===== src/rtl/eg_pkg.sv =====
// shared ADSR phase encoding, slot configuration and stage structs for the envelope generator
package eg_pkg;

    ////////////////////////////////////////////////////////////
    // constants

    localparam int EG_CNT_W = 15;              // global frame counter width

    typedef logic [9:0] eg_level_t;            // attenuation, 0 loudest
    localparam eg_level_t EG_SILENT = 10'd1023;

    ////////////////////////////////////////////////////////////
    // per slot phase and configuration

    typedef enum logic [1:0] {
        EG_ATTACK  = 2'd0,
        EG_DECAY   = 2'd1,
        EG_SUSTAIN = 2'd2,
        EG_RELEASE = 2'd3                      // also the idle phase after reset
    } eg_phase_e;

    typedef struct packed {
        logic       keyon;
        logic       en_sus;                    // 0 gives a percussive envelope
        logic [3:0] arate;
        logic [3:0] drate;
        logic [3:0] rrate;
        logic [3:0] sl;                        // sustain level, x32 on the level scale
        logic [3:0] keycode;
        logic       ks;                        // full key scaling
        logic [5:0] tl;                        // total level, x4 on the level scale
        logic       amsen;
        logic       ams;                       // 1 selects full am depth
        logic [6:0] lfo_mod;
        logic       spare;
    } eg_slot_cfg_t;

    // stage II result handed to the level arithmetic
    typedef struct packed {
        logic       step;                      // level moves this frame
        logic       attack;
        logic [2:0] shift_inc;                 // log2 of increment
        logic       instant;                   // attack rate 15
        logic [3:0] spare;
    } eg_step_t;

endpackage


===== src/rtl/eg_frame_counter.sv =====
// global envelope counter, advances once per slot frame unless stopped
`timescale 1ns/1ps

module eg_frame_counter (
    input  logic                        clk,
    input  logic                        rst_n,
    input  logic                        cen,
    input  logic                        zero,     // slot 0 strobe
    input  logic                        eg_stop,  // freeze envelope time base
    output logic [eg_pkg::EG_CNT_W-1:0] eg_cnt
);

    logic frame_tick;

    // one tick per frame, on the slot 0 strobe
    assign frame_tick = cen & zero & ~eg_stop;

    always_ff @(posedge clk) begin
        if (!rst_n) begin
            eg_cnt <= '0;
        end else if (frame_tick) begin
            eg_cnt <= eg_cnt + 1'b1;  // wraps freely
        end
    end

endmodule


===== src/rtl/eg_slot_delay.sv =====
// per slot shift delay line, clock enabled, with a synchronous reset value
`timescale 1ns/1ps

module eg_slot_delay #(
    parameter int               WIDTH   = 1,
    parameter int               STAGES  = 18,
    parameter logic [WIDTH-1:0] RST_VAL = '0
) (
    input  logic             clk,
    input  logic             rst_n,
    input  logic             cen,
    input  logic [WIDTH-1:0] din,
    output logic [WIDTH-1:0] dout
);

    logic [WIDTH-1:0] sr [STAGES];  // sr[0] newest slot

    always_ff @(posedge clk) begin
        if (!rst_n) begin
            for (int i = 0; i < STAGES; i++) begin
                sr[i] <= RST_VAL;
            end
        end else if (cen) begin
            sr[0] <= din;
            for (int i = 1; i < STAGES; i++) begin
                sr[i] <= sr[i-1];  // one slot per strobe
            end
        end
    end

    assign dout = sr[STAGES-1];  // oldest entry

endmodule


===== src/rtl/eg_phase_ctrl.sv =====
// stage I of the envelope, key edge detection, ADSR phase transition and base rate pick
`timescale 1ns/1ps

module eg_phase_ctrl (
    input  eg_pkg::eg_slot_cfg_t cfg,
    input  logic                 key_last,    // key seen one frame ago
    input  eg_pkg::eg_phase_e    phase_in,
    input  eg_pkg::eg_level_t    level_in,
    output eg_pkg::eg_phase_e    phase_next,
    output logic [3:0]           base_rate,
    output logic                 pg_rst
);

    import eg_pkg::*;

    logic      key_on_edge;
    logic      key_off_edge;
    eg_level_t sus_level;

    ////////////////////////////////////////////////////////////
    // key edges

    assign key_on_edge  =  cfg.keyon & ~key_last;
    assign key_off_edge = ~cfg.keyon &  key_last;
    assign sus_level    = {1'b0, cfg.sl, 5'd0};   // sl x 32
    assign pg_rst       = key_on_edge;             // restart phase accumulator

    ////////////////////////////////////////////////////////////
    // phase transition

    always_comb begin
        phase_next = phase_in;  // hold by default
        if (key_on_edge) begin
            phase_next = EG_ATTACK;
        end else if (key_off_edge) begin
            phase_next = EG_RELEASE;
        end else begin
            case (phase_in)
                EG_ATTACK: begin
                    if (level_in == '0) begin
                        phase_next = EG_DECAY;  // peak reached
                    end
                end
                EG_DECAY: begin
                    if (level_in >= sus_level) begin
                        // percussive mode keeps falling at release rate
                        phase_next = cfg.en_sus ? EG_SUSTAIN : EG_RELEASE;
                    end
                end
                default: begin
                    phase_next = phase_in;  // sustain and release only leave on keys
                end
            endcase
        end
    end

    // rate for the phase being entered
    always_comb begin
        case (phase_next)
            EG_ATTACK:  base_rate = cfg.arate;
            EG_DECAY:   base_rate = cfg.drate;
            EG_SUSTAIN: base_rate = 4'd0;       // level held
            default:    base_rate = cfg.rrate;
        endcase
    end

endmodule


===== src/rtl/eg_step_gen.sv =====
// stage II of the envelope, key scaled rate and step decision from the frame counter
`timescale 1ns/1ps

module eg_step_gen (
    input  logic [3:0]                  base_rate,
    input  logic                        attack,
    input  logic                        arate_max,  // arate == 15
    input  logic [3:0]                  keycode,
    input  logic                        ks,
    input  logic [eg_pkg::EG_CNT_W-1:0] eg_cnt,
    output eg_pkg::eg_step_t            step_info
);

    import eg_pkg::*;

    logic [6:0]          ks_term;
    logic [6:0]          rate_sum;
    logic [5:0]          rate;         // effective rate R, 0..63
    logic [3:0]          rate_hi;      // R / 4
    logic [3:0]          period_exp;
    logic [EG_CNT_W-1:0] period_mask;

    ////////////////////////////////////////////////////////////
    // effective rate

    always_comb begin
        ks_term  = ks ? {3'd0, keycode} : {5'd0, keycode[3:2]};
        rate_sum = {1'b0, base_rate, 2'b00} + ks_term;
        if (base_rate == 4'd0) begin
            rate = 6'd0;  // rate 0 never steps, no key scaling
        end else if (rate_sum > 7'd63) begin
            rate = 6'd63;
        end else begin
            rate = rate_sum[5:0];
        end
    end

    assign rate_hi = rate[5:2];

    ////////////////////////////////////////////////////////////
    // period test and increment

    always_comb begin
        // slow rates step every 2^(11 - R/4) frames, fast ones every frame
        period_exp  = (rate_hi >= 4'd11) ? 4'd0 : 4'd11 - rate_hi;
        period_mask = (EG_CNT_W'(1) << period_exp) - 1'b1;

        step_info.step      = (rate != 6'd0) && ((eg_cnt & period_mask) == '0);
        step_info.attack    = attack;
        // fast rates add 2^(R/4 - 11) per step
        step_info.shift_inc = (rate_hi > 4'd11) ? 3'(rate_hi - 4'd11) : 3'd0;
        step_info.instant   = attack & arate_max;
        step_info.spare     = '0;
    end

endmodule


===== src/rtl/eg_level_update.sv =====
// stage III of the envelope, attack and linear decay arithmetic on the level
`timescale 1ns/1ps

module eg_level_update (
    input  eg_pkg::eg_step_t  step_info,
    input  eg_pkg::eg_level_t level_in,
    output eg_pkg::eg_level_t level_out
);

    import eg_pkg::*;

    logic [14:0] atk_dec;  // up to 128 << 7
    logic [10:0] dec_sum;  // one carry bit for saturation

    ////////////////////////////////////////////////////////////
    // candidate results

    // attack slows down as the level approaches 0
    assign atk_dec = ({8'd0, level_in[9:3]} + 15'd1) << step_info.shift_inc;

    // decay, sustain and release climb linearly
    assign dec_sum = {1'b0, level_in} + (11'd1 << step_info.shift_inc);

    ////////////////////////////////////////////////////////////
    // select

    always_comb begin
        if (step_info.instant) begin
            level_out = '0;  // arate 15 jumps to full volume
        end else if (!step_info.step) begin
            level_out = level_in;
        end else if (step_info.attack) begin
            if (atk_dec >= {5'd0, level_in}) begin
                level_out = '0;  // floor at loudest
            end else begin
                level_out = level_in - atk_dec[9:0];
            end
        end else begin
            level_out = dec_sum[10] ? EG_SILENT : dec_sum[9:0];
        end
    end

endmodule


===== src/rtl/eg_output_mix.sv =====
// stage IV of the envelope, adds total level and am depth with saturation
`timescale 1ns/1ps

module eg_output_mix (
    input  eg_pkg::eg_level_t level,
    input  logic [5:0]        tl,
    input  logic              amsen,
    input  logic              ams,
    input  logic [6:0]        lfo_mod,
    output eg_pkg::eg_level_t eg_out
);

    import eg_pkg::*;

    logic [6:0]  am_term;
    logic [10:0] mix_sum;  // max 1023 + 252 + 127

    always_comb begin
        if (!amsen) begin
            am_term = 7'd0;
        end else if (ams) begin
            am_term = lfo_mod;                 // deep am
        end else begin
            am_term = {2'd0, lfo_mod[6:2]};    // shallow am, quarter depth
        end
    end

    assign mix_sum = {1'b0, level} + {3'd0, tl, 2'b00} + {4'd0, am_term};
    assign eg_out  = mix_sum[10] ? EG_SILENT : mix_sum[9:0];

endmodule


===== src/rtl/envelope_gen.sv =====
// envelope generator for time multiplexed FM operator slots, four stage pipeline
`timescale 1ns/1ps

module envelope_gen #(
    parameter int SLOTS = 18
) (
    input  logic                 clk,
    input  logic                 rst_n,
    input  logic                 cen,      // one strobe per slot
    input  logic                 zero,     // slot 0 marker
    input  logic                 eg_stop,
    input  eg_pkg::eg_slot_cfg_t cfg,
    output eg_pkg::eg_level_t    eg_out,
    output logic                 pg_rst
);

    import eg_pkg::*;

    logic [EG_CNT_W-1:0] eg_cnt;

    // stage I, straight from the delay lines and cfg
    logic [1:0]   phase_dly;
    logic         key_last;
    eg_level_t    level_i;
    eg_phase_e    phase_next_i;
    logic [3:0]   base_rate_i;
    logic         pg_rst_i;

    // stage II
    eg_slot_cfg_t cfg_ii;
    eg_level_t    level_ii;
    logic [3:0]   base_rate_ii;
    logic         attack_ii;
    logic         pg_rst_ii;
    eg_step_t     step_info_ii;

    // stage III
    eg_slot_cfg_t cfg_iii;
    eg_level_t    level_iii;
    eg_step_t     step_iii;
    eg_level_t    level_next_iii;

    // stage IV
    eg_slot_cfg_t cfg_iv;
    eg_level_t    level_iv;     // also feeds the level loop
    eg_level_t    eg_out_iv;

    eg_frame_counter u_frame_counter (
        .clk     (clk),
        .rst_n   (rst_n),
        .cen     (cen),
        .zero    (zero),
        .eg_stop (eg_stop),
        .eg_cnt  (eg_cnt)
    );

    ////////////////////////////////////////////////////////////
    // per slot state loops

    eg_slot_delay #(.WIDTH(2), .STAGES(SLOTS), .RST_VAL(EG_RELEASE)) u_phase_dly (
        .clk   (clk),
        .rst_n (rst_n),
        .cen   (cen),
        .din   (phase_next_i),
        .dout  (phase_dly)
    );

    eg_slot_delay #(.WIDTH(1), .STAGES(SLOTS), .RST_VAL(1'b0)) u_key_dly (
        .clk   (clk),
        .rst_n (rst_n),
        .cen   (cen),
        .din   (cfg.keyon),
        .dout  (key_last)
    );

    // three stage registers carry the rest of the frame
    eg_slot_delay #(.WIDTH(10), .STAGES(SLOTS-3), .RST_VAL(EG_SILENT)) u_level_dly (
        .clk   (clk),
        .rst_n (rst_n),
        .cen   (cen),
        .din   (level_iv),
        .dout  (level_i)
    );

    ////////////////////////////////////////////////////////////
    // stage logic

    eg_phase_ctrl u_phase_ctrl (
        .cfg        (cfg),
        .key_last   (key_last),
        .phase_in   (eg_phase_e'(phase_dly)),
        .level_in   (level_i),
        .phase_next (phase_next_i),
        .base_rate  (base_rate_i),
        .pg_rst     (pg_rst_i)
    );

    eg_step_gen u_step_gen (
        .base_rate (base_rate_ii),
        .attack    (attack_ii),
        .arate_max (cfg_ii.arate == 4'hf),
        .keycode   (cfg_ii.keycode),
        .ks        (cfg_ii.ks),
        .eg_cnt    (eg_cnt),
        .step_info (step_info_ii)
    );

    eg_level_update u_level_update (
        .step_info (step_iii),
        .level_in  (level_iii),
        .level_out (level_next_iii)
    );

    eg_output_mix u_output_mix (
        .level   (level_iv),
        .tl      (cfg_iv.tl),
        .amsen   (cfg_iv.amsen),
        .ams     (cfg_iv.ams),
        .lfo_mod (cfg_iv.lfo_mod),
        .eg_out  (eg_out_iv)
    );

    ////////////////////////////////////////////////////////////
    // stage registers

    always_ff @(posedge clk) begin
        if (!rst_n) begin
            level_ii     <= EG_SILENT;
            level_iii    <= EG_SILENT;
            level_iv     <= EG_SILENT;
            base_rate_ii <= 4'd0;
            attack_ii    <= 1'b0;
            pg_rst_ii    <= 1'b0;
            step_iii     <= '0;
            pg_rst       <= 1'b0;
            eg_out       <= EG_SILENT;
        end else if (cen) begin
            // I -> II
            level_ii     <= level_i;
            base_rate_ii <= base_rate_i;
            attack_ii    <= (phase_next_i == EG_ATTACK);
            pg_rst_ii    <= pg_rst_i;
            // II -> III
            level_iii    <= level_ii;
            step_iii     <= step_info_ii;
            pg_rst       <= pg_rst_ii;   // out with stage III
            // III -> IV
            level_iv     <= level_next_iii;
            // IV -> out
            eg_out       <= eg_out_iv;
        end
    end

    // configuration travels with its slot
    always_ff @(posedge clk) begin
        if (!rst_n) begin
            cfg_ii  <= '0;
            cfg_iii <= '0;
            cfg_iv  <= '0;   // zero tl and no am, idle output stays silent
        end else if (cen) begin
            cfg_ii  <= cfg;
            cfg_iii <= cfg_ii;
            cfg_iv  <= cfg_iii;
        end
    end

endmodule


===== config.mk =====
export PLATFORM = sky130hd
export DESIGN_NAME = envelope_gen
export DESIGN_NICKNAME = d
export VERILOG_FILES = /design/src/rtl/eg_pkg.sv /design/src/rtl/eg_frame_counter.sv /design/src/rtl/eg_slot_delay.sv /design/src/rtl/eg_phase_ctrl.sv /design/src/rtl/eg_step_gen.sv /design/src/rtl/eg_level_update.sv /design/src/rtl/eg_output_mix.sv /design/src/rtl/envelope_gen.sv
export SDC_FILE = /design/constraint.sdc
export NUM_CORES = 1
export LEC_CHECK = 0
export BUFFER_PORTS_ARGS = -buffer_cell sky130_fd_sc_hd__buf_2
export CORE_MARGIN = 5
export CORE_UTILIZATION = 40
export DETAILED_ROUTE_END_ITERATION = 12
export MAX_ROUTING_LAYER = met4
export PLACE_DENSITY = 0.64
export SYNTH_ARGS = -nofsm -noshare
export SYNTH_HDL_FRONTEND = slang
export SYNTH_HIERARCHICAL = 1
export SYNTH_SLANG_ARGS = --single-unit

===== constraint.sdc =====
create_clock -name clk -period 6.9 [get_ports clk]
set_input_delay 1.035 -clock clk [delete_from_list [all_inputs] [get_ports clk]]
set_output_delay 1.035 -clock clk [all_outputs]
set_load 0.01 [all_outputs]

## After elaboration in Yosys (flattened, before gate mapping)

Memories as Yosys holds them, arrays and structs flattened.
Cells that the tools add are included.

- Add/subtract/negate cells: 10
- Muxes and demuxes: 75
- Shift operators: 3
- Equal/unequal tests: 4
- Reduce and logical (&&, ||, !) cells: 7
- Bitwise gates (word level): 60
- Order comparisons: 5

Operator list:

| cell | count |
|---|---|
| 2-to-1 mux 10 bit | 21 |
| bitwise OR 1 bit | 51 |
| 2-to-1 mux 2 bit | 22 |
| 2-to-1 mux 1 bit | 23 |
| adder 15 x 1 -> 15 bit, second input constant | 1 |
| AND 15 bit | 1 |
| greater-or-equal comparator 15 x 10 -> 1 bit | 1 |
| logical NOT 15 bit | 1 |
| << shifter 1 x 4 -> 15 bit, first input constant | 1 |
| << shifter 15 x 3 -> 15 bit | 1 |
| subtractor 15 x 1 -> 15 bit, second input constant | 1 |
| 2-to-1 mux 7 bit | 2 |
| 2-to-1 mux 6 bit | 2 |
| one-hot mux 4 bit (3 select lines) | 1 |
| adder 10 x 11 -> 11 bit | 1 |
| adder 10 x 8 -> 11 bit | 1 |
| adder 11 x 7 -> 11 bit | 1 |
| << shifter 1 x 3 -> 11 bit, first input constant | 1 |
| greater-or-equal comparator 10 x 9 -> 1 bit | 1 |
| logical NOT 10 bit | 1 |
| subtractor 10 bit | 1 |
| adder 7 x 1 -> 8 bit, second input constant | 1 |
| 2-to-1 mux 4 bit | 2 |
| adder 6 x 7 -> 7 bit | 1 |
| other kinds (16) | 24 |

- Logic and storage cells: 195
- Bits of input ports: 44
- RAM bits: 204
- Memories: 3
- Flip-flop bits (word level): 122

Memory list:

| memory | words | bits a word | read ports | clocked after memory_dff | write ports | line | source |
|---|---|---|---|---|---|---|---|
| u_level_dly.sr | 15 | 10 | 15 | 0 | 15 | eg_slot_delay.sv:16 | `logic [WIDTH-1:0] sr [STAGES];` |
| u_phase_dly.sr | 18 | 2 | 18 | 0 | 18 | eg_slot_delay.sv:16 |  |
| u_key_dly.sr | 18 | 1 | 18 | 0 | 18 | eg_slot_delay.sv:16 |  |

## Logic depth before layout (Yosys ltp)

- Depth after elaboration: 12
- Depth in mapped cells: 19
- Gate-level depth less buffers: 18

## Hierarchy

The synthesis kept the hierarchy.

By module, submodules not included:

| module | area each (sq um) | cells each | instances |
|---|---|---|---|
| eg_slot_delay (u_level_dly) | 5806.8 | 338 | 1 |
| envelope_gen | 4106.4 | 360 | 1 |
| eg_level_update | 1879.3 | 276 | 1 |
| eg_slot_delay (u_phase_dly) | 1462.7 | 83 | 1 |
| eg_frame_counter | 785.8 | 85 | 1 |
| eg_step_gen | 747.0 | 103 | 1 |
| eg_slot_delay (u_key_dly) | 688.2 | 39 | 1 |
| eg_output_mix | 661.9 | 78 | 1 |
| eg_phase_ctrl | 306.5 | 41 | 1 |

## Least setup slack after synthesis

Ideal clock, no wire load.

- Kind: input-to-reg
- Start point: in cen
- End point: mem u_level_dly.sr[0][0] (enable)
- Slack: 1599 ps
- Required time: 6365 ps
- Library setup time: 535 ps
- Cell stages on the path: 2
- Data arrival time: 4765 ps
- Path through: buf_4 -> nand2b_1

RTL lines:

| item | line | source |
|---|---|---|
| start, declared | envelope_gen.sv:9 | `input logic cen,` |
| end, declared | eg_slot_delay.sv:16 |  |

## Final worst setup path

- Start point: reg level_iii[3]
- End point: reg level_iv[6]

- Longest elaborated chain between the ends: 7
- Elaborated cells on any way between the ends: 10
- Those cells by class: add/sub: 3; order compare: 1; shift: 1; mux: 5

Ends and longest elaborated chain:

| item | line | source |
|---|---|---|
| start, declared | envelope_gen.sv:39 | `eg_level_t level_iii;` |
| start signal, assigned | envelope_gen.sv:144 | `level_iii <= level_ii;` |
| adder 7 x 1 -> 8 bit | eg_level_update.sv:19 | `assign atk_dec = ({8'd0, level_in[9:3]} + 15'd1) << step_info.shift_inc;` |
| << shifter 15 x 3 -> 15 bit | eg_level_update.sv:19 |  |
| greater-or-equal comparator 15 x 10 -> 1 bit / subtractor 10 bit (equally long branches) | eg_level_update.sv:33, eg_level_update.sv:36 |  |
| 2-to-1 mux 10 bit | eg_level_update.sv:33 | `if (atk_dec >= {5'd0, level_in}) begin` |
| 2-to-1 mux 10 bit * | eg_level_update.sv:32 | `end else if (step_info.attack) begin` |
| 2-to-1 mux 10 bit * | eg_level_update.sv:30 | `end else if (!step_info.step) begin` |
| 2-to-1 mux 10 bit * | eg_level_update.sv:28 | `if (step_info.instant) begin` |
| named net level_next_iii[6] | envelope_gen.sv:41 | `eg_level_t level_next_iii;` |
| end signal, assigned | envelope_gen.sv:148 | `level_iv <= level_next_iii;` |
| end, declared | envelope_gen.sv:45 | `eg_level_t level_iv;` |

Mark *: on every way through the listed nets, which the timed path passes. The rest lies on a longest branch.
A chain may end at the register's enable or synchronous reset.

==> flow_summary.json <==
{
  "grt_pass1_vias": 9761,
  "setup_ws_ns": 2.226,
  "gp_congestion": 0.9134,
  "ctsLongestPathBuffers": 3,
  "rsz0062_at_grt": "false",
  "worstHoldPathType": "reg -> reg",
  "grt_max_degree": 121,
  "p_leak_nw": 6.146,
  "routed_via_density": 5.188,
  "wl_mm": 30.59,
  "coreArea_um2": 40010,
  "cts_made_buffers": 37,
  "port-buffer-count": 53,
  "fin_nets": 1497,
  "grt_pass1_wl_mm": 50.56,
  "worstPathMaxFanout": 10,
  "ir_worst_vdd_mv": 0.1607,
  "clkLatencyLatePin_ns": 0.54,
  "syn_area_um2": 16270,
  "die_area_um2": 44800,
  "critPathLaunchType": "flop",
  "crit_type": "reg -> reg",
  "reg2reg_depth": 17,
  "hold_buffers": 0,
  "start_util": 0.4066,
  "areaGrowthSynthToFinish_pct": 9.277,
  "cts.htree.levels": 2,
  "cap_violations": 0,
  "status": "completed",
  "power.density_nw_per_um2": 233.5,
  "num_rows": 73,
  "holdPathStages": 2,
  "yosys_warnings": 6,
  "dr.pass1.iters": 7,
  "grt_use_total": 0.1392,
  "drt_iter0_drc": 670,
  "place_ws_ns": 2.233,
  "clock-sinks": 326,
  "cp_cell_sequence": "ha_1 > nand3_1 > xnor2_1 > nand2_1 > and2_1 > mux2i_1 > nor2_1 > a21o_1 > ha_1 > and3_1 > a221oi_1 > o211ai_4 > o41ai_4 > a31oi_1 > a311oi_1 > mux2i_1 > nand2_1",
  "antenna_found_initial": 0,
  "cts_tree": "built",
  "antenna_cells": 0,
  "cts_setup_buffers": 0,
  "die_h_um": 211.7,
  "syn_avg_cell_area_um2": 11.74,
  "worstReg2RegStart": "level_iii[3]$_SDFFE_PN1P_",
  "clock_skew_ns": 0.01719,
  "cp.arrival_ns": 5.15,
  "crit_path_end_kind": "flop",
  "synthCells": 1386,
  "path_buf_inv": 0,
  "fin_crit_ns": 4.674,
  "ios": 55,
  "clock.fmax_mhz": 213.9,
  "synth_nets": 1488,
  "cp.depth": 17,
  "crit_path_start": "level_iii[3]$_SDFFE_PN1P_",
  "vias": 10100,
  "clockRootBuffer": "clkbuf_16",
  "period_share": 0.6774,
  "setup-violations-final": 0,
  "ant_nets": 0,
  "tightest_slew_ns": 1.054,
  "ctsResizeCount": 0,
  "nFillCells": 3729,
  "cp.required_ns": 7.37,
  "slew_headroom": 0.2970,
  "dp.final_hpwl_mm": 19.34,
  "slew_violations": 0,
  "slowest_stage": "o41ai_4",
  "drive_gt1_frac": 0.1188,
  "path_delay_family": "compound AO/OA/AOI/OAI gates",
  "finalHoldViolCount": 0,
  "wl_per_cell_um": 15.71,
  "tns_ns": 0,
  "hp-start": "u_frame_counter/eg_cnt[14]$_SDFFE_PN0P_",
  "gr-total-overflow": 0,
  "drcViolationCount": 0,
  "die_w_um": 211.7,
  "critPathMaxStageDelay_ns": 0.60,
  "path_clk_slew_ns": 0.06
}
-- worst min-delay path, cell delays in order (launching register included) --
cell	delay, ns
dfxtp_1	0.31
nand2_1	0.06
mux2i_1	0.05
-- per-stage QoR --
| stage | instance area (um2) | utilization | cells | hold slack, ns | power [mW] |
|---|---|---|---|---|---|
| 3_3_place_gp | 16660 | 0.4164 | 1881 | 0.4561 | 2.382 |
| 6_report | 17770 | 0.4443 | 1947 | 0.4739 | 4.150 |
| 4_1_cts | 17770 | 0.4443 | 1947 | 0.4761 | 4.224 |
| 5_1_grt | 17770 | 0.4443 | 1947 | 0.4993 | 4.323 |
| 3_5_place_dp | 16660 | 0.4164 | 1881 | 0.4605 | 2.387 |
| 2_1_floorplan | 16270 | - | 1386 | 0.4357 | 2.340 |
-- per-layer routing --
layer	vias to the layer above	wire, um	track usage
met3	48	1243	0.02593
met1	4834	15470	0.1998
met5	-	0	-
met4	0	693	0.04265
li1	5055	-	-
met2	165	13190	0.2011
-- registers in the layout, summed over array words and instances (netlist names) --
register	flops
attack_ii	1
base_rate_ii	4
cfg_ii	24
cfg_iii	15
cfg_iv	15
eg_out	10
level_ii	10
level_iii	10
level_iv	10
pg_rst	1
pg_rst_ii	1
step_iii	6
u_frame_counter/eg_cnt	15
u_key_dly/sr	18
u_level_dly/sr	150
u_phase_dly/sr	36
-- final timing paths --
path	endpoint	slack, ns
min	u_frame_counter/eg_cnt[14]$_SDFFE_PN0P_	0.47
max	level_iv[6]$_SDFFE_PN1P_	2.23
max reg2reg	level_iv[6]$_SDFFE_PN1P_	2.23
min reg2reg	u_frame_counter/eg_cnt[14]$_SDFFE_PN0P_	0.47
-- final cells by class --
cell class | count | area, um2 | area share
Clock buffer | 50 | 1037 | 0.05836
Sequential cell | 326 | 8568 | 0.4821
Multi-Input combinational cell | 920 | 6894 | 0.3879
Inverter | 47 | 177.7 | 0.009996
Timing Repair Buffer | 63 | 360.3 | 0.02027
Tap cell | 525 | 656.9 | 0.03696
Clock inverter | 16 | 80.08 | 0.004505
-- where the power goes --
part           leakage, nW  switching (mW)  internal [mW]
combinational         3.03           0.144         0.0846
sequential            2.56          0.0229           2.09
clock                0.553           0.753           1.05
total                 6.15           0.920           3.23
-- layout by cell type, fill, tap and decap left out, drive strengths merged, types with 8 or more instances in the layout --
| master | n |
|---|---|
| a211oi | 8 |
| nand2b | 71 |
| nor2b | 82 |
| and3 | 25 |
| a31oi | 15 |
| ha | 49 |
| mux2i | 129 |
| nor2 | 46 |
| inv | 46 |
| edfxtp | 204 |
| nand3b | 140 |
| a21oi | 41 |
| clkinv | 16 |
| nand2 | 88 |
| xor2 | 10 |
| o31ai | 9 |
| buf | 63 |
| nor4 | 12 |
| nor3 | 15 |
| xnor2 | 14 |
| o21ai | 28 |
| nand3 | 12 |
| fa | 9 |
| dfxtp | 122 |
| clkbuf | 50 |
| nand4 | 10 |
| a21o | 17 |
Power figures use the tool's default switching activity.
